$ cat config.mk
export PLATFORM = sky130hd
export DESIGN_NAME = id_stage
export DESIGN_NICKNAME = d
export VERILOG_FILES = /design/src/logic/id_pkg.sv /design/src/logic/inst_decoder.sv /design/src/logic/operand_forward.sv /design/src/logic/branch_resolve.sv /design/src/logic/id_ex_reg.sv /design/src/logic/id_stage.sv
export VERILOG_INCLUDE_DIRS = /design/src /design/src/logic
export SDC_FILE = /design/constraint.sdc
export NUM_CORES = 1
export LEC_CHECK = 0
export BUFFER_PORTS_ARGS = -buffer_cell sky130_fd_sc_hd__buf_2
export CAP_MARGIN = 20
export CORE_UTILIZATION = 40
export DETAILED_ROUTE_END_ITERATION = 10
export MAX_ROUTING_LAYER = met4
export PLACE_DENSITY = 0.7
export SYNTH_ARGS = -nofsm -noshare
export SYNTH_HDL_FRONTEND = slang
export SYNTH_SLANG_ARGS = --single-unit
$ cat constraint.sdc
create_clock -name clk -period 13.1 [get_ports clk]
set_clock_uncertainty 0.2 [all_clocks]
set_input_delay 3.93 -clock clk [delete_from_list [all_inputs] [get_ports clk]]
set_output_delay 3.93 -clock clk [all_outputs]
set_load 0.1 [all_outputs]
$ cat src/logic/id_defines.svh
////////////////////////////////////////////////////////////////////////////
// widths and fixed constants of the decode stage
// include in any file that sizes a port or uses a register constant
////////////////////////////////////////////////////////////////////////////
`ifndef ID_DEFINES_SVH
`define ID_DEFINES_SVH

// data word and register file address
`define REG_W 32
`define REG_ADDR_W 5

// instruction word
`define INST_W 32

// destination of jal
`define LINK_REG 5'd31

// pc offsets for the link value and the sequential fetch
`define PC_LINK_OFS 32'd8
`define PC_SEQ_OFS 32'd4

`endif

$ cat src/logic/id_pkg.sv
////////////////////////////////////////////////////////////////////////////
// encodings and bundles passed between the decode stage blocks
////////////////////////////////////////////////////////////////////////////
`include "id_defines.svh"

package id_pkg;

    typedef enum logic [5:0] {
        OP_SPECIAL = 6'b000000,
        OP_J       = 6'b000010,
        OP_JAL     = 6'b000011,
        OP_BEQ     = 6'b000100,
        OP_BNE     = 6'b000101,
        OP_BLEZ    = 6'b000110,
        OP_BGTZ    = 6'b000111,
        OP_ADDIU   = 6'b001001,
        OP_SLTI    = 6'b001010,
        OP_ANDI    = 6'b001100,
        OP_ORI     = 6'b001101,
        OP_XORI    = 6'b001110,
        OP_LUI     = 6'b001111,
        OP_LW      = 6'b100011,
        OP_SW      = 6'b101011
    } opcode_e;

    // function field under SPECIAL
    typedef enum logic [5:0] {
        FN_SLL  = 6'b000000,
        FN_SRL  = 6'b000010,
        FN_JR   = 6'b001000,
        FN_ADDU = 6'b100001,
        FN_SUBU = 6'b100011,
        FN_AND  = 6'b100100,
        FN_OR   = 6'b100101,
        FN_XOR  = 6'b100110,
        FN_NOR  = 6'b100111,
        FN_SLT  = 6'b101010
    } funct_e;

    typedef enum logic [7:0] {
        ALU_NOP  = 8'b00000000,
        ALU_SRL  = 8'b00000010,
        ALU_JR   = 8'b00001000,
        ALU_ADDU = 8'b00100001,
        ALU_SUBU = 8'b00100011,
        ALU_AND  = 8'b00100100,
        ALU_OR   = 8'b00100101,
        ALU_XOR  = 8'b00100110,
        ALU_NOR  = 8'b00100111,
        ALU_SLT  = 8'b00101010,
        ALU_J    = 8'b01001111,
        ALU_JAL  = 8'b01010000,
        ALU_BEQ  = 8'b01010001,
        ALU_BNE  = 8'b01010010,
        ALU_BLEZ = 8'b01010011,
        ALU_BGTZ = 8'b01010100,
        ALU_SLL  = 8'b01111100,
        ALU_LW   = 8'b11100011,
        ALU_SW   = 8'b11101011
    } alu_op_e;

    typedef enum logic [2:0] {
        SEL_NOP         = 3'b000,
        SEL_LOGIC       = 3'b001,
        SEL_SHIFT       = 3'b010,
        SEL_ARITH       = 3'b100,
        SEL_JUMP_BRANCH = 3'b110,
        SEL_LOAD_STORE  = 3'b111
    } alu_sel_e;

    typedef enum logic [2:0] {
        BR_NONE,
        BR_EQ,
        BR_NE,
        BR_GTZ,
        BR_LEZ,
        BR_ABS,
        BR_REG
    } br_kind_e;

    typedef struct packed {
        alu_op_e                aluop;
        alu_sel_e               alusel;
        logic                   reg1_read;
        logic                   reg2_read;
        logic [`REG_ADDR_W-1:0] reg1_addr;
        logic [`REG_ADDR_W-1:0] reg2_addr;
        logic [`REG_ADDR_W-1:0] wd;
        logic                   wreg;
        logic [`REG_W-1:0]      imm;
        br_kind_e               br_kind;
        logic                   link;
    } dec_ctrl_t;

    typedef struct packed {
        logic                   wreg;
        logic [`REG_ADDR_W-1:0] wd;
        logic [`REG_W-1:0]      wdata;
    } fwd_src_t;

    typedef struct packed {
        logic                   wreg;
        logic [`REG_ADDR_W-1:0] wd;
        logic                   is_load;
    } ex_hazard_t;

    typedef struct packed {
        alu_op_e                aluop;
        alu_sel_e               alusel;
        logic [`REG_W-1:0]      reg1;
        logic [`REG_W-1:0]      reg2;
        logic [`REG_ADDR_W-1:0] wd;
        logic                   wreg;
        logic [`REG_W-1:0]      link_addr;
    } id_ex_t;

    typedef struct packed {
        logic              flag;
        logic [`REG_W-1:0] target;
    } branch_t;

endpackage

$ cat src/logic/inst_decoder.sv
////////////////////////////////////////////////////////////////////////////
// combinational instruction decoder, one instruction word in,
// alu op, read enables, destination and immediate out
////////////////////////////////////////////////////////////////////////////
`timescale 1ns/1ps
`include "id_defines.svh"

module inst_decoder
    import id_pkg::*;
(
    input  logic [`INST_W-1:0] inst_i,
    output dec_ctrl_t          ctrl_o
);

    opcode_e     op;
    funct_e      funct;
    logic [15:0] imm16;
    logic        imm_wr;
    logic        rtype_wr;
    logic        shamt_op;

    assign op    = opcode_e'(inst_i[31:26]);
    assign funct = funct_e'(inst_i[5:0]);
    assign imm16 = inst_i[15:0];

    always_comb
    begin
        imm_wr           = 1'b0;
        rtype_wr         = 1'b0;
        shamt_op         = 1'b0;
        ctrl_o           = '0;
        ctrl_o.aluop     = ALU_NOP;
        ctrl_o.alusel    = SEL_NOP;
        ctrl_o.br_kind   = BR_NONE;
        ctrl_o.reg1_addr = inst_i[25:21];
        ctrl_o.reg2_addr = inst_i[20:16];
        // sign-extended unless the opcode says otherwise
        ctrl_o.imm       = {{16{imm16[15]}}, imm16};
        case (op)
            OP_ORI, OP_ANDI, OP_XORI:
            begin
                imm_wr        = 1'b1;
                ctrl_o.alusel = SEL_LOGIC;
                ctrl_o.imm    = {16'h0, imm16};
                ctrl_o.aluop  = (op == OP_ORI) ? ALU_OR : (op == OP_ANDI) ? ALU_AND : ALU_XOR;
            end
            OP_LUI:
            begin
                // rs is $0, so or-ing gives the shifted value
                imm_wr        = 1'b1;
                ctrl_o.aluop  = ALU_OR;
                ctrl_o.alusel = SEL_LOGIC;
                ctrl_o.imm    = {imm16, 16'h0};
            end
            OP_ADDIU, OP_SLTI:
            begin
                imm_wr        = 1'b1;
                ctrl_o.alusel = SEL_ARITH;
                ctrl_o.aluop  = (op == OP_ADDIU) ? ALU_ADDU : ALU_SLT;
            end
            OP_LW:
            begin
                imm_wr        = 1'b1;
                ctrl_o.aluop  = ALU_LW;
                ctrl_o.alusel = SEL_LOAD_STORE;
            end
            OP_SW:
            begin
                ctrl_o.aluop     = ALU_SW;
                ctrl_o.alusel    = SEL_LOAD_STORE;
                ctrl_o.reg1_read = 1'b1;
                ctrl_o.reg2_read = 1'b1;
            end
            OP_BEQ, OP_BNE:
            begin
                ctrl_o.aluop     = (op == OP_BEQ) ? ALU_BEQ : ALU_BNE;
                ctrl_o.alusel    = SEL_JUMP_BRANCH;
                ctrl_o.br_kind   = (op == OP_BEQ) ? BR_EQ : BR_NE;
                ctrl_o.reg1_read = 1'b1;
                ctrl_o.reg2_read = 1'b1;
            end
            OP_BGTZ, OP_BLEZ:
            begin
                ctrl_o.aluop     = (op == OP_BGTZ) ? ALU_BGTZ : ALU_BLEZ;
                ctrl_o.alusel    = SEL_JUMP_BRANCH;
                ctrl_o.br_kind   = (op == OP_BGTZ) ? BR_GTZ : BR_LEZ;
                ctrl_o.reg1_read = 1'b1;
            end
            OP_J:
            begin
                ctrl_o.aluop   = ALU_J;
                ctrl_o.alusel  = SEL_JUMP_BRANCH;
                ctrl_o.br_kind = BR_ABS;
            end
            OP_JAL:
            begin
                ctrl_o.aluop   = ALU_JAL;
                ctrl_o.alusel  = SEL_JUMP_BRANCH;
                ctrl_o.br_kind = BR_ABS;
                ctrl_o.link    = 1'b1;
                ctrl_o.wreg    = 1'b1;
                ctrl_o.wd      = `LINK_REG;
            end
            OP_SPECIAL:
            begin
                rtype_wr = 1'b1;
                case (funct)
                    FN_OR, FN_AND, FN_XOR, FN_NOR:
                    begin
                        ctrl_o.alusel = SEL_LOGIC;
                        ctrl_o.aluop  = (funct == FN_OR)  ? ALU_OR  :
                                        (funct == FN_AND) ? ALU_AND :
                                        (funct == FN_XOR) ? ALU_XOR : ALU_NOR;
                    end
                    FN_ADDU, FN_SUBU, FN_SLT:
                    begin
                        ctrl_o.alusel = SEL_ARITH;
                        ctrl_o.aluop  = (funct == FN_ADDU) ? ALU_ADDU :
                                        (funct == FN_SUBU) ? ALU_SUBU : ALU_SLT;
                    end
                    FN_SLL, FN_SRL:
                    begin
                        // shift amount travels as operand 1
                        shamt_op      = 1'b1;
                        ctrl_o.alusel = SEL_SHIFT;
                        ctrl_o.aluop  = (funct == FN_SLL) ? ALU_SLL : ALU_SRL;
                        ctrl_o.imm    = {27'h0, inst_i[10:6]};
                    end
                    FN_JR:
                    begin
                        rtype_wr         = 1'b0;
                        ctrl_o.aluop     = ALU_JR;
                        ctrl_o.alusel    = SEL_JUMP_BRANCH;
                        ctrl_o.br_kind   = BR_REG;
                        ctrl_o.reg1_read = 1'b1;
                    end
                    default:
                    begin
                        rtype_wr = 1'b0;
                    end
                endcase
            end
            default:
            begin
            end
        endcase

        // immediate forms write rt
        if (imm_wr)
        begin
            ctrl_o.reg1_read = 1'b1;
            ctrl_o.wreg      = 1'b1;
            ctrl_o.wd        = inst_i[20:16];
        end
        // register forms write rd
        if (rtype_wr)
        begin
            ctrl_o.reg1_read = !shamt_op;
            ctrl_o.reg2_read = 1'b1;
            ctrl_o.wreg      = 1'b1;
            ctrl_o.wd        = inst_i[15:11];
        end
    end

endmodule

$ cat src/logic/operand_forward.sv
////////////////////////////////////////////////////////////////////////////
// picks one source operand from execute, memory, register file or
// immediate, and flags a load-use hazard on that read port
////////////////////////////////////////////////////////////////////////////
`timescale 1ns/1ps
`include "id_defines.svh"

module operand_forward
    import id_pkg::*;
(
    input  logic                   read_i,
    input  logic [`REG_ADDR_W-1:0] addr_i,
    input  logic [`REG_W-1:0]      reg_data_i,
    input  logic [`REG_W-1:0]      imm_i,
    input  ex_hazard_t             ex_i,
    input  logic [`REG_W-1:0]      ex_wdata_i,
    input  fwd_src_t               mem_i,
    output logic [`REG_W-1:0]      operand_o,
    output logic                   hazard_o
);

    logic fwd_ok;
    logic ex_hit;
    logic mem_hit;

    // $0 reads always come from the register file
    assign fwd_ok   = read_i && (addr_i != '0);
    assign ex_hit   = fwd_ok && ex_i.wreg && (ex_i.wd == addr_i);
    assign mem_hit  = fwd_ok && mem_i.wreg && (mem_i.wd == addr_i);

    // load data not ready until the load reaches memory
    assign hazard_o = ex_hit && ex_i.is_load;

    always_comb
    begin
        if (hazard_o)
            operand_o = '0;
        else if (ex_hit)
            operand_o = ex_wdata_i;
        else if (mem_hit)
            operand_o = mem_i.wdata;
        else if (read_i)
            operand_o = reg_data_i;
        else
            operand_o = imm_i;
    end

endmodule

$ cat src/logic/branch_resolve.sv
////////////////////////////////////////////////////////////////////////////
// resolves branches and jumps in decode, gives the taken flag, target
// and the jal link address
////////////////////////////////////////////////////////////////////////////
`timescale 1ns/1ps
`include "id_defines.svh"

module branch_resolve
    import id_pkg::*;
(
    input  logic [`REG_W-1:0]  pc_i,
    input  logic [`INST_W-1:0] inst_i,
    input  br_kind_e           br_kind_i,
    input  logic [`REG_W-1:0]  reg1_i,
    input  logic [`REG_W-1:0]  reg2_i,
    input  logic               stall_i,
    output branch_t            branch_o,
    output logic [`REG_W-1:0]  link_addr_o
);

    logic [`REG_W-1:0] pc_plus4;
    logic [`REG_W-1:0] rel_target;
    logic [`REG_W-1:0] abs_target;
    logic [`REG_W-1:0] target;
    logic              taken;

    assign pc_plus4   = pc_i + `PC_SEQ_OFS;
    assign rel_target = pc_plus4 + {{14{inst_i[15]}}, inst_i[15:0], 2'b00};
    assign abs_target = {pc_plus4[`REG_W-1 -: 4], inst_i[25:0], 2'b00};

    always_comb
    begin
        taken  = 1'b0;
        target = rel_target;
        case (br_kind_i)
            BR_EQ:  taken = (reg1_i == reg2_i);
            BR_NE:  taken = (reg1_i != reg2_i);
            BR_GTZ: taken = !reg1_i[`REG_W-1] && (reg1_i != '0);
            BR_LEZ: taken = reg1_i[`REG_W-1] || (reg1_i == '0);
            BR_ABS:
            begin
                taken  = 1'b1;
                target = abs_target;
            end
            BR_REG:
            begin
                taken  = 1'b1;
                target = reg1_i;
            end
            default: taken = 1'b0;
        endcase
    end

    // suppressed while the instruction is held for a load
    assign branch_o.flag   = taken && !stall_i;
    assign branch_o.target = branch_o.flag ? target : '0;

    assign link_addr_o = (inst_i[31:26] == OP_JAL) ? pc_i + `PC_LINK_OFS : '0;

endmodule

$ cat src/logic/id_ex_reg.sv
////////////////////////////////////////////////////////////////////////////
// decode to execute pipeline register, loads a bubble on reset or stall
// and reports the instruction it holds back to the forwarding logic
////////////////////////////////////////////////////////////////////////////
`timescale 1ns/1ps
`include "id_defines.svh"

module id_ex_reg
    import id_pkg::*;
(
    input  logic              clk,
    input  logic              rst_n_i,
    input  dec_ctrl_t         ctrl_i,
    input  logic [`REG_W-1:0] reg1_i,
    input  logic [`REG_W-1:0] reg2_i,
    input  logic [`REG_W-1:0] link_addr_i,
    input  logic              hazard1_i,
    input  logic              hazard2_i,
    output id_ex_t            id_ex_o,
    output ex_hazard_t        ex_o,
    output logic              stall_o
);

    id_ex_t id_ex_d;

    assign stall_o = hazard1_i | hazard2_i;

    always_comb
    begin
        id_ex_d.aluop     = ctrl_i.aluop;
        id_ex_d.alusel    = ctrl_i.alusel;
        id_ex_d.reg1      = reg1_i;
        id_ex_d.reg2      = reg2_i;
        id_ex_d.wd        = ctrl_i.wd;
        id_ex_d.wreg      = ctrl_i.wreg;
        id_ex_d.link_addr = ctrl_i.link ? link_addr_i : '0;
    end

    always_ff @(posedge clk)
    begin
        if (!rst_n_i || stall_o)
        begin
            // bubble
            id_ex_o        <= '0;
            id_ex_o.aluop  <= ALU_NOP;
            id_ex_o.alusel <= SEL_NOP;
        end
        else
        begin
            id_ex_o <= id_ex_d;
        end
    end

    // what execute will write, seen by the next decode
    assign ex_o.wreg    = id_ex_o.wreg;
    assign ex_o.wd      = id_ex_o.wd;
    assign ex_o.is_load = (id_ex_o.aluop == ALU_LW);

endmodule

$ cat src/logic/id_stage.sv
////////////////////////////////////////////////////////////////////////////
// decode stage top, decoder, operand forwarding, branch resolution and
// the decode to execute register
////////////////////////////////////////////////////////////////////////////
`timescale 1ns/1ps
`include "id_defines.svh"

module id_stage
    import id_pkg::*;
(
    input  logic                   clk,
    input  logic                   rst_n_i,
    input  logic [`REG_W-1:0]      pc_i,
    input  logic [`INST_W-1:0]     inst_i,
    input  logic [`REG_W-1:0]      reg1_data_i,
    input  logic [`REG_W-1:0]      reg2_data_i,
    input  logic [`REG_W-1:0]      ex_wdata_i,
    input  fwd_src_t               mem_fwd_i,
    output logic                   reg1_read_o,
    output logic                   reg2_read_o,
    output logic [`REG_ADDR_W-1:0] reg1_addr_o,
    output logic [`REG_ADDR_W-1:0] reg2_addr_o,
    output branch_t                branch_o,
    output logic                   stall_o,
    output id_ex_t                 id_ex_o
);

    dec_ctrl_t         ctrl;
    ex_hazard_t        ex_haz;
    logic [`REG_W-1:0] reg1;
    logic [`REG_W-1:0] reg2;
    logic [`REG_W-1:0] link_addr;
    logic              hazard1;
    logic              hazard2;

    // register file read port
    assign reg1_read_o = ctrl.reg1_read;
    assign reg2_read_o = ctrl.reg2_read;
    assign reg1_addr_o = ctrl.reg1_addr;
    assign reg2_addr_o = ctrl.reg2_addr;

    inst_decoder u_dec (
        .inst_i (inst_i),
        .ctrl_o (ctrl)
    );

    operand_forward u_fwd1 (
        .read_i     (ctrl.reg1_read),
        .addr_i     (ctrl.reg1_addr),
        .reg_data_i (reg1_data_i),
        .imm_i      (ctrl.imm),
        .ex_i       (ex_haz),
        .ex_wdata_i (ex_wdata_i),
        .mem_i      (mem_fwd_i),
        .operand_o  (reg1),
        .hazard_o   (hazard1)
    );

    operand_forward u_fwd2 (
        .read_i     (ctrl.reg2_read),
        .addr_i     (ctrl.reg2_addr),
        .reg_data_i (reg2_data_i),
        .imm_i      (ctrl.imm),
        .ex_i       (ex_haz),
        .ex_wdata_i (ex_wdata_i),
        .mem_i      (mem_fwd_i),
        .operand_o  (reg2),
        .hazard_o   (hazard2)
    );

    branch_resolve u_br (
        .pc_i        (pc_i),
        .inst_i      (inst_i),
        .br_kind_i   (ctrl.br_kind),
        .reg1_i      (reg1),
        .reg2_i      (reg2),
        .stall_i     (stall_o),
        .branch_o    (branch_o),
        .link_addr_o (link_addr)
    );

    id_ex_reg u_idex (
        .clk         (clk),
        .rst_n_i     (rst_n_i),
        .ctrl_i      (ctrl),
        .reg1_i      (reg1),
        .reg2_i      (reg2),
        .link_addr_i (link_addr),
        .hazard1_i   (hazard1),
        .hazard2_i   (hazard2),
        .id_ex_o     (id_ex_o),
        .ex_o        (ex_haz),
        .stall_o     (stall_o)
    );

endmodule

==> results of run 1 <==
[metal layers]
metal,global-route usage (%),vias up,share of wire (%)
met4,18.85,0,5.2
li1,-,5857,-
met3,6.655,165,9.8
met2,62.82,901,45
met5,-,-,0
met1,48.49,6140,40
[cell usage in the layout (no fill, tap or decap), types with 13 or more instances in the layout]
cell       count
o211ai_1      30
a21oi_1       70
xnor2_1       76
nand3_1       54
nor2_1       192
a32oi_1       13
a211oi_2      23
a211oi_1      23
a21o_1        19
o21ai_0       67
nand4_1       21
nand2b_1      16
and3_1        22
inv_1         39
ha_1          31
buf_2        329
nor3_1        25
xor2_1        48
nand2_1      160
clkbuf_16     17
dfxtp_1      113
a221oi_1      20
a31oi_1       29
buf_4         56
buf_12        31
[worst register-to-register path: cells and delay by family (launching register included)]
kind            cells  cell delay (ns)
xor+xnor            1             0.15
buf+inv             4             1.49
compound gates      2             0.88
simple gates        5             1.61
flops               1             0.42
[stage by stage]
stage / setup TNS (ns) / util [%] / hold WS [ns]
floorplan: -1.609 / - / 1.073
global placement: 0 / 50.55 / 0.9321
detailed placement: 0 / 50.58 / 0.8579
CTS: 0 / 52.85 / 0.8662
global route: 0 / 52.90 / 0.9456
finish: 0 / 52.90 / 0.8989
[registers in the layout (all words and copies together), names as in the netlist]
register and count:
u_idex.ex_o 6, u_idex.id_ex_o 107
[synthesized netlist by cell type, types with 7 or more instances]
library cell / instances / share of area, %
a211oi_1: 26 / 1.8
a211oi_2: 20 / 2.4
nand3_1: 54 / 2.5
a32oi_1: 13 / 1.1
buf_2: 17 / 0.80
mux2i_1: 10 / 0.94
and2_1: 9 / 0.53
xor2_1: 48 / 4.0
nor3_1: 25 / 1.2
o21ai_0: 67 / 3.2
a2bb2oi_1: 9 / 0.74
a31oi_1: 30 / 1.8
clkbuf_1: 60 / 2.1
nand2b_1: 17 / 1.0
nand2_1: 160 / 5.7
nand4_1: 21 / 1.2
o21ai_1: 7 / 0.33
a22oi_1: 12 / 0.85
o211ai_1: 30 / 2.1
o2bb2ai_1: 10 / 0.82
and3_1: 22 / 1.3
a221oi_1: 20 / 1.6
inv_1: 39 / 1.4
a21o_1: 19 / 1.3
nor2_1: 193 / 6.8
dfxtp_1: 113 / 21
ha_1: 31 / 3.7
xnor2_1: 76 / 6.3
buf_6: 11 / 1.2
nor2b_1: 12 / 0.71
a21oi_1: 71 / 3.3
or2_2: 7 / 0.41
buf_4: 21 / 1.5
nor4_1: 7 / 0.41
[cells by family after synthesis]
family                     after synthesis  share of synthesized area, %
AOI/OAI and AO/OA                      419                         29.31
xor gates and xnor gates               125                         10.45
adders and majority gates               32                         3.841
buffers and inverters                  152                         7.092
DFF                                    113                         21.30
muxes                                   16                         1.708
and+or+nand+nor                        577                         26.30
[how the worst max path moves through the flow]
stage / slack (ns) / to / cells past startpoint
2_1_floorplan: -0.32 / branch_o[16] / 14
3_3_place_gp: 0.37 / branch_o[4] / 15
3_5_place_dp: 0.41 / branch_o[32] / 16
4_1_cts: 0.36 / branch_o[5] / 15
5_1_grt: 0.02 / branch_o[2] / 15
6_report: 0.24 / branch_o[2] / 15
[cell type report]
cell class                 count  area, sq um  area share, %
multi-input combinational   1169         7665          55.60
timing repair buffer         416         2688          19.50
sequential                   113         2262          16.41
clock buffer                  17        425.4          3.086
tap                          335        419.2          3.041
clock inverter                15        166.4          1.207
inverter                      41        153.9          1.116
antenna                        2        5.005        0.03631
[report_power, final]
group,internal (mW),leakage [nW],switching [mW],total (mW)
sequential,0.359,0.928,0.00499,0.364
clock,0.271,0.282,0.225,0.496
combinational,0.159,4.92,0.393,0.552
==> summary.txt, run 1 <==
Synthesis
  • Syn Inst Count: ~1400
  • Mapped Nets: 1666
  • #FFs+latches synth: 113
  • Dominant synthesized flop cell: dfxtp_1
  • Syn Std Cell Area: 10620 sq um
  • Seq/Total Area, Yosys: a little over a fifth
  • Number of enable flip-flop cells after synthesis: 0
  • Ys async rst share: 0%
  • Avg Cell Area, Syn: 7.406 sq um
  • Distinct cells, synth: 99
  • Warnings from Yosys: 0

Layout
  • Share of layout cells above drive strength 1: just over 30%
  • Nets: 1990
  • Area Overhead vs Synth: 29.80%
  • Finished Layout Cells: 2108
  • Fillers: 2615
  • Finished Cell Area: 13780 sq um

Global routing
  • Grt ovf: 0
  • Global-route wire length before repair: 76.92 mm
  • Initial antenna violation count: 2
  • Largest net degree at the start of global routing: 67
  • Vias in the first global route: ~12000
  • Overall routing resource usage: 39.53%

CTS
  • Clock-pin slew on the worst setup and hold paths: around 0.06 ns
  • Clock Path Buffers: 2
  • Inserted Clock Buffers: 17
  • H-tree depth: 4
  • Cts repair resizes: 0
  • Clock Root Buffer: clkbuf_16
  • # Post-CTS Setup Buffers: 0
  • Sink Count: between 100 and 150
  • CTS tree: done
  • # hold bufs at CTS: 0
  • Skew-Pair Late Insertion Delay: 0.45 ns

Power and ir drop
  • Power Dens Cells: 102.4 nW/um^2
  • Leakage: 6.129 nW
  • Peak supply drop: 0.00006974 V
  • Overall power: 1.412 mW

Setup path
  • CP Cell Sequence: buf_2 -> nor4_4 -> nand4_1 -> o211a_1 -> buf_4 -> a32oi_1 -> xor2_1 -> a2111oi_0 -> and4bb_1 -> nand4_1 -> mux2i_2 -> o311ai_4 -> buf_12 -> a211oi_1 -> buf_12
  • Buf/Inv on CP: 4
  • CP top delay family: compound AO/OA/AOI/OAI gates
  • Worst reg2reg path startpoint: u_idex.ex_o[3]
  • Crit end category: output port
  • Slowest stage delay, CP: 0.62 ns
  • Worst Path Arrival: 8.73 ns
  • FF-to-FF End: u_idex.id_ex_o[25]
  • Worst path slowest cell: a32oi_1
  • Crit-path max FO: 26
  • Startpoint types: input port
  • Worst Setup SP: inst_i[27]
  • R2R depth: 12
  • Kind of critical path: in2out
  • Worst endpoint required time: 8.97 ns
  • Slack of the worst reg-to-reg path: just over 8 ns

Floorplan
  • Die Ht: 164.9 um
  • Starting Density: 40.75%
  • Chip width: 164.9 um
  • I/O pin count: 359
  • Die footprint: 27210 sq um
  • Rows: roughly 60
  • Core area: about 26000 sq um

Detailed routing
  • Post-route ant nets: 0
  • Vias/cell: ~6.2
  • Final Routed Wirelength: about 53 mm
  • First DRT Iteration DRCs: 1812
  • Residual DRC: 0
  • WL/cell: ~25 um
  • Via count: 13063
  • Pre-Repair DR Iteration Count: 6

STA
  • Fin. Hold Viols: 0
  • Tcrit/Tclk final: 98.20%
  • Finish-stage setup viols: 0
  • Final WS setup: 0.2359 ns
  • Slew Viols, Final: 0
  • Worst slew margin: 26.95%
  • Tmin final: 12.86 ns
  • Worst Max-Slew Pin Slew: between 1 and 1.5 ns
  • RSZ-0062 raised after global routing: no
  • Fmax: a little under 0.08 GHz

Place
  • Placement Cell Area: 13180 sq um
  • Post-DP HPWL: between 40 and 50 mm
  • Placed insts: 2074
  • GP Congestion: 1.008
  • Setup slack after placement: 0.4112 ns
  • PortBufs: 358

Run status
  • Status: complete, no violations

Worst hold path
  • Worst hold path depth: 5
  • Hold Path Class: reg2reg
  • Hold Path End: u_idex.id_ex_o[51]
  • Min-Delay Startpoint: u_idex.ex_o[6]

Run
  • Max cap viols: 0
No activity file was read; power rests on OpenSTA's default activity.
==> inputs of run 2 (changes only) <==
Settings changed: CELL_PAD_IN_SITES_DETAIL_PLACEMENT set to 1, CELL_PAD_IN_SITES_GLOBAL_PLACEMENT set to 1, CORE_MARGIN set to 2, CORE_UTILIZATION 40 to 37, GPL_ROUTABILITY_DRIVEN set to 0, PLACE_DENSITY 0.7 to 0.87.
==> run 2 against run 1 <==
Combinational power about the same; sequential share of layout area is 0.36 points higher; worst setup slack got worse by 0.12 ns; sequential power barely moved.
==> summary.txt, run 2 (synthesis results as in run 1) <==
Place
  • PortBufs: 358 (unchanged)
  • Post-DP HPWL: 44.19 mm (was 41.58 mm)

Setup path
  • Crit end category: output port (unchanged)
  • Worst Path Arrival: 8.85 ns (was 8.73 ns)
  • Worst endpoint required time: 8.97 ns (about the same)
  • R2R depth: 10 (was 12)
  • Worst reg2reg path startpoint: u_idex.ex_o[4] (was u_idex.ex_o[3])
  • Kind of critical path: in2out (unchanged)
  • Startpoint types: input port (unchanged)
  • Slack of the worst reg-to-reg path: 8.61 ns (was 8.23 ns)
  • FF-to-FF End: u_idex.id_ex_o[39] (was u_idex.id_ex_o[25])
  • Crit-path max FO: 26 (unchanged)

Floorplan
  • Rows: 62 (was 59)
  • Die footprint: 30070 sq um (was 27210 sq um)
  • Starting Density: 37.30% (was 40.75%)
  • Chip width: 173.4 um (was 164.9 um)
  • Die Ht: 173.4 um (was 164.9 um)
  • Core area: 28470 sq um (was 26060 sq um)
  • I/O pin count: 359 (unchanged)

Detailed routing
  • First DRT Iteration DRCs: 1450 (was 1812)
  • WL/cell: 26.23 um (was 25.10 um)
  • Pre-Repair DR Iteration Count: 6 (unchanged)
  • Post-route ant nets: 0 (unchanged)
  • Residual DRC: 0 (unchanged)
  • Final Routed Wirelength: 56.49 mm (was 52.92 mm)
  • Via count: 13467 (was 13063)
  • Vias/cell: 6.252 (was 6.197)

Power and ir drop
  • Power Dens Cells: 101.9 nW/um^2 (was 102.4 nW/um^2)
  • Peak supply drop: 0.00006591 V (was 0.00006974 V)
  • Leakage: 6.038 nW (was 6.129 nW)

CTS
  • # hold bufs at CTS: 0 (unchanged)
  • Clock Path Buffers: 2 (unchanged)
  • Clock Root Buffer: clkbuf_16 (unchanged)
  • # Post-CTS Setup Buffers: 0 (unchanged)
  • Cts repair resizes: 0 (unchanged)
  • CTS tree: done (unchanged)
  • Sink Count: 113 (unchanged)
  • H-tree depth: 4 (unchanged)
  • Inserted Clock Buffers: 17 (unchanged)
  • Clock-pin slew on the worst setup and hold paths: 0.07 ns (was 0.06 ns)
  • Skew-Pair Late Insertion Delay: 0.45 ns (about the same)

Global routing
  • Initial antenna violation count: 1 (was 2)
  • Grt ovf: 0 (unchanged)
  • Global-route wire length before repair: 83.38 mm (was 76.92 mm)
  • Overall routing resource usage: 37.37% (was 39.53%)
  • Largest net degree at the start of global routing: 62 (was 67)
  • Vias in the first global route: 13708 (was 12293)

Run status
  • Status: complete, no violations (unchanged)

STA
  • RSZ-0062 raised after global routing: no (unchanged)
  • Worst Max-Slew Pin Slew: 0.8888 ns (was 1.087 ns)
  • Worst slew margin: 40.61% (was 26.95%)
  • Fin. Hold Viols: 0 (unchanged)
  • Tcrit/Tclk final: 99.11% (was 98.20%)
  • Finish-stage setup viols: 0 (unchanged)
  • Final hold slack: 1.003 ns (was 0.8989 ns)
  • Tmin final: 12.98 ns (was 12.86 ns)
  • Slew Viols, Final: 0 (unchanged)
  • Fmax: 0.07702 GHz (was 0.07774 GHz)

Layout
  • Area Overhead vs Synth: 27.01% (was 29.80%)
  • Most flop-heavy register: u_idex.id_ex_o (unchanged)
  • Max reg flops: 107 (unchanged)
  • Nets: 1989 (was 1990)
  • Share of layout cells above drive strength 1: 30.07% (was 30.15%)
  • Most common cell after layout, fill and taps aside: buf_2 (unchanged)
  • Final core occ: 47.38% (was 52.90%)
  • Most frequent cells in the layout: buf_2 (349), nor2_1 (192), nand2_1 (160) (was buf_2 (329), nor2_1 (192), nand2_1 (160))

Worst hold path
  • Hold Path Class: reg2reg (unchanged)
  • Worst hold path depth: 5 (unchanged)
  • Min-Delay Startpoint: u_idex.ex_o[6] (unchanged)
  • Hold Path End: u_idex.id_ex_o[92] (was u_idex.id_ex_o[51])

Run
  • Max cap viols: 0 (unchanged)
[run 2: through the flow]
stage	cell area, sq um	setup WS (ns)	TNS, ns	std cells	power [mW]
2_1_floorplan	10650	-0.3222	-1.609	1434	0.7405
3_3_place_gp	12930	0.3228	0	2121	0.8978
3_5_place_dp	12930	0.3268	0	2121	0.9079
4_1_cts	13470	0.2853	0	2152	1.364
5_1_grt	13490	0.009264	0	2154	1.413
6_report	13490	0.1163	0	2154	1.374
[run 2: layout make-up]
type                       count  area [sq um]
antenna                        1         2.502
clock buffer                  18         439.2
clock inverter                13         101.3
fill                        3653         14980
inverter                      41         153.9
multi-input combinational   1169          7670
sequential                   113          2262
tap                          384         480.5
timing repair buffer         415          2380
[run 2: report_power, final]
group | total [mW] | internal (mW) | switching (mW)
logic | 0.553 | 0.152 | 0.401
clock network | 0.457 | 0.248 | 0.209
registers | 0.364 | 0.359 | 0.00497
total | 1.37 | 0.760 | 0.614
[run 2: how the worst max path moves through the flow]
stage	cells after the start	slack, ns	startpoint	endpoint
6_report	15	0.12	inst_i[26]	branch_o[4]
5_1_grt	20	0.009	pc_i[4]	branch_o[31]
4_1_cts	15	0.29	inst_i[26]	branch_o[4]
3_5_place_dp	16	0.33	inst_i[26]	branch_o[5]
3_3_place_gp	16	0.32	inst_i[26]	branch_o[5]
2_1_floorplan	14	-0.32	inst_i[0]	branch_o[16]
[run 2: routing by layer]
metal	part of all wire, %	wire [um]	vias up	track usage, %
met2	45	25150	968	58.17
met3	10	5800	297	8.991
met5	0	0	-	-
met4	7.6	4279	0	24.61
li1	-	-	5844	-
met1	38	21270	6358	42.88
[run 2: critical path, stage by stage]
cell and delay (ns):
buf_2 0.24, nor4_4 0.54, nand4b_1 0.22, o211a_1 0.59
nor3_4 0.57, o2bb2ai_1 0.17, nand2_1 0.25, xor2_1 0.24
nor3_1 0.50, nand4_1 0.19, mux2i_2 0.30, o311ai_4 0.14
buf_12 0.23, a211oi_1 0.44, buf_12 0.24
==> inputs of run 3 (changes only) <==
Settings changed: CORE_UTILIZATION 37 to 38, SYNTH_HIERARCHICAL set to 1.
==> run 3 against run 2 <==
The run now ends with negative setup slack left; design area grew 12%; via count up 8.5%; sequential share of layout area shrank 1.8 points; die area is 6.7% higher; routed wire length increased by 7.9%; largest cell class unchanged.
==> summary.txt, run 3 <==
Run status
  • Status: finished, violations left (was complete, no violations)
  • Failing checks: negative setup slack

CTS
  • H-tree depth: 4 (unchanged)
  • Clock-pin slew on the worst setup and hold paths: 0.07 ns (about the same)
  • Skew-Pair Late Insertion Delay: 0.45 ns (about the same)
  • Inserted Clock Buffers: 17 (unchanged)
  • Sink Count: 113 (unchanged)
  • CTS tree: done (unchanged)
  • Clock Path Buffers: 2 (unchanged)
  • # hold bufs at CTS: 0 (unchanged)
  • Clock Root Buffer: clkbuf_16 (unchanged)

Power and ir drop
  • Power Dens Cells: 95.08 nW/um^2 (was 101.9 nW/um^2)
  • Peak supply drop: 0.0001081 V (was 0.00006591 V)
  • Leakage: 6.465 nW (was 6.038 nW)

Setup path
  • R2R depth: 8 (was 10)
  • Worst Path Arrival: 9.26 ns (was 8.85 ns)
  • Worst path slowest cell: xnor2_1 (was o211a_1)
  • FF-to-FF End: u_idex/id_ex_o[31] (was u_idex.id_ex_o[39])
  • CP Cell Sequence: buf_2 -> or4_4 -> nor4_4 -> o31a_2 -> o21bai_4 -> and2_4 -> o211ai_1 -> buf_12 -> nor3_1 -> o31ai_2 -> xnor2_1 -> nand4_1 -> nor4_4 -> a21boi_1 -> a311oi_2 -> or2_4 -> inv_2 -> and3_1 -> or3_1 -> buf_4 (was buf_2 -> nor4_4 -> nand4b_1 -> o211a_1 -> nor3_4 -> o2bb2ai_1 -> nand2_1 -> xor2_1 -> nor3_1 -> nand4_1 -> mux2i_2 -> o311ai_4 -> buf_12 -> a211oi_1 -> buf_12)
  • Crit end category: output port (unchanged)
  • Startpoint types: input port (unchanged)
  • Crit-path max FO: 32 (was 26)
  • Slack of the worst reg-to-reg path: 10.27 ns (was 8.61 ns)
  • Worst reg2reg path startpoint: u_idex/ex_o[2] (was u_idex.ex_o[4])
  • WP depth: 20 (was 15)
  • Kind of critical path: in2out (unchanged)
  • CP top delay family: simple AND/OR/NAND/NOR gates (unchanged)
  • Worst endpoint required time: 8.97 ns (about the same)
  • Slowest stage delay, CP: 0.68 ns (was 0.59 ns)
  • CP dominant cell by count: nor4_4 (was buf_12)
  • Buf/Inv on CP: 4 (was 3)

Floorplan
  • Die footprint: 32100 sq um (was 30070 sq um)
  • Chip width: 179.2 um (was 173.4 um)
  • Rows: 64 (was 62)
  • I/O pin count: 359 (unchanged)
  • Core area: 30430 sq um (was 28470 sq um)
  • Starting Density: 38.32% (was 37.30%)
  • Die Ht: 179.2 um (was 173.4 um)

Place
  • Post-DP HPWL: 44.30 mm (was 44.19 mm)
  • Placement Cell Area: 14400 sq um (was 12930 sq um)
  • PortBufs: 358 (unchanged)

Worst hold path
  • Hold Path End: u_idex/id_ex_o[46] (was u_idex.id_ex_o[92])
  • Min-Delay Startpoint: u_idex/ex_o[6] (was u_idex.ex_o[6])
  • Hold Path Class: reg2reg (unchanged)
  • Worst hold path depth: 5 (unchanged)

Synthesis
  • Avg Cell Area, Syn: 7.646 sq um (was 7.406 sq um)
  • Ys async rst share: 0% (unchanged)
  • Synth area leaders: dfxtp_1 (19%), xnor2_1 (6.4%), mux2_2 (6.3%), a21oi_1 (5.1%), nand4_1 (5.0%) (was dfxtp_1 (21%), nor2_1 (6.8%), xnor2_1 (6.3%), nand2_1 (5.7%), xor2_1 (4.0%))
  • #FFs+latches synth: 113 (unchanged)
  • Mapped Nets: 1761 (was 1666)
  • Syn Inst Count: 1525 (was 1434)
  • Cell with the most instances after synthesis: a21oi_1 (was nor2_1)
  • Dominant synthesized flop cell: dfxtp_1 (unchanged)
  • Warnings from Yosys: 6 (was 0)
  • Synth area leader: dfxtp_1 (unchanged)
  • Distinct cells, synth: 89 (was 99)
  • Number of enable flip-flop cells after synthesis: 0 (unchanged)
  • Top cell type's share of synthesized area: 19.40% (was 21.30%)
  • Syn Std Cell Area: 11660 sq um (was 10620 sq um)
  • Seq/Total Area, Yosys: 19.40% (was 21.30%)
  • Synth cell count leaders: a21oi_1 (119), dfxtp_1 (113), clkbuf_1 (99) (was nor2_1 (193), nand2_1 (160), dfxtp_1 (113))

Detailed routing
  • Post-route ant nets: 0 (unchanged)
  • Pre-Repair DR Iteration Count: 6 (unchanged)
  • Final Routed Wirelength: 60.95 mm (was 56.49 mm)
  • Vias/cell: 6.502 (was 6.252)
  • Via count: 14610 (was 13467)
  • WL/cell: 27.13 um (was 26.23 um)
  • Residual DRC: 0 (unchanged)
  • First DRT Iteration DRCs: 1920 (was 1450)

STA
  • Fmax: 0.07468 GHz (was 0.07702 GHz)
  • Finish-stage setup viols: 26 (was 0)
  • Tcrit/Tclk final: 102.2% (was 99.11%)
  • Slew Viols, Final: 0 (unchanged)
  • Final WS setup: -0.2912 ns (was 0.1163 ns)
  • Worst slew margin: 24.06% (was 40.61%)
  • Worst Max-Slew Pin Slew: 1.136 ns (was 0.8888 ns)
  • Fin. Hold Viols: 0 (unchanged)
  • RSZ-0062 raised after global routing: yes (was no)
  • Tmin final: 13.39 ns (was 12.98 ns)

Global routing
  • Largest net degree at the start of global routing: 67 (was 62)
  • Overall routing resource usage: 36.71% (was 37.37%)
  • Global-route wire length before repair: 86.52 mm (was 83.38 mm)
  • Initial antenna violation count: 7 (was 1)
  • Grt ovf: 0 (unchanged)
  • Vias in the first global route: 14406 (was 13708)

Layout
  • Finished Cell Area: 15130 sq um (was 13490 sq um)
  • Max reg flops: 107 (unchanged)
  • Most frequent cells in the layout: buf_2 (344), dfxtp_1 (113), a21oi_1 (101) (was buf_2 (349), nor2_1 (192), nand2_1 (160))
  • Share of layout cells above drive strength 1: 38.86% (was 30.07%)
  • Fillers: 3790 (was 3653)
  • Nets: 2069 (was 1989)
  • Final core occ: 49.74% (was 47.38%)
  • Most common cell after layout, fill and taps aside: buf_2 (unchanged)
  • Most flop-heavy register: u_idex/id_ex_o (was u_idex.id_ex_o)
  • Area Overhead vs Synth: 29.80% (was 27.01%)

Run
  • Max cap viols: 0 (unchanged)
[run 3: layout make-up]
cell class | count | area, sq um | share of cell area, %
Tap cell | 396 | 495.5 | 3.274
Multi-Input combinational cell | 1239 | 9054 | 59.82
Clock inverter | 12 | 133.9 | 0.8846
Antenna cell | 6 | 15.01 | 0.09921
Timing Repair Buffer | 442 | 2656 | 17.55
Inverter | 20 | 75.07 | 0.4960
Sequential cell | 113 | 2262 | 14.95
Clock buffer | 19 | 442.9 | 2.927
[run 3: metal layers]
| layer | vias to the layer above | share of wire [%] | global-route usage, % |
|---|---|---|---|
| met5 | - | 0 | - |
| met4 | 0 | 7.6 | 22.48 |
| met3 | 372 | 11 | 9.075 |
| met2 | 1167 | 45 | 57.56 |
| met1 | 6874 | 37 | 42.17 |
| li1 | 6197 | - | - |
[run 3: stage by stage]
stage | total power [mW] | std cells | TNS, ns | hold slack [ns] | setup WS, ns
4_1_cts | 1.410 | 2239 | 0 | 0.9856 | 0.01491
6_report | 1.439 | 2247 | -4.584 | 1.015 | -0.2912
3_5_place_dp | 0.9303 | 2208 | 0 | 0.9665 | 0.1103
5_1_grt | 1.475 | 2247 | -4.580 | 1.034 | -0.3090
2_1_floorplan | 0.7627 | 1525 | -2.632 | 0.6926 | -0.1948
3_3_place_gp | 0.9166 | 2208 | 0 | 0.9269 | 0.1866
[run 3: worst reg2reg max path, delay by kind of cell (launching register included)]
kind / cells / cell delay [ns]
flip-flops: 1 / 0.40
buffers and inverters: 2 / 0.73
XOR/XNOR: 1 / 0.26
AND/OR/NAND/NOR: 5 / 1.17
[run 3: how the worst max path moves through the flow]
stage | start | end | slack (ns)
CTS | inst_i[29] | branch_o[24] | 0.01
floorplan | inst_i[29] | branch_o[21] | -0.19
detailed placement | inst_i[29] | branch_o[24] | 0.11
global route | inst_i[29] | branch_o[24] | -0.31
finish | inst_i[29] | branch_o[24] | -0.29
global placement | inst_i[29] | branch_o[24] | 0.19
[run 3: timing repair]
item / in CTS / in global routing
buffers inserted: 0 / 2
resized for setup: 0 / 26
setup endpoints to repair: 0 / 24
[run 3: power by group]
group | internal, mW | switching, mW
Clock | 0.284 | 0.196
Sequential | 0.359 | 0.00513
Combinational | 0.180 | 0.414
[run 3: cells by family after synthesis]
group	share of synthesized area, %
mux	6.674
fa+ha+maj	3.927
buf+inv	7.200
flops	19.40
simple gates	33.12
xor+xnor	9.014
compound gates	20.67
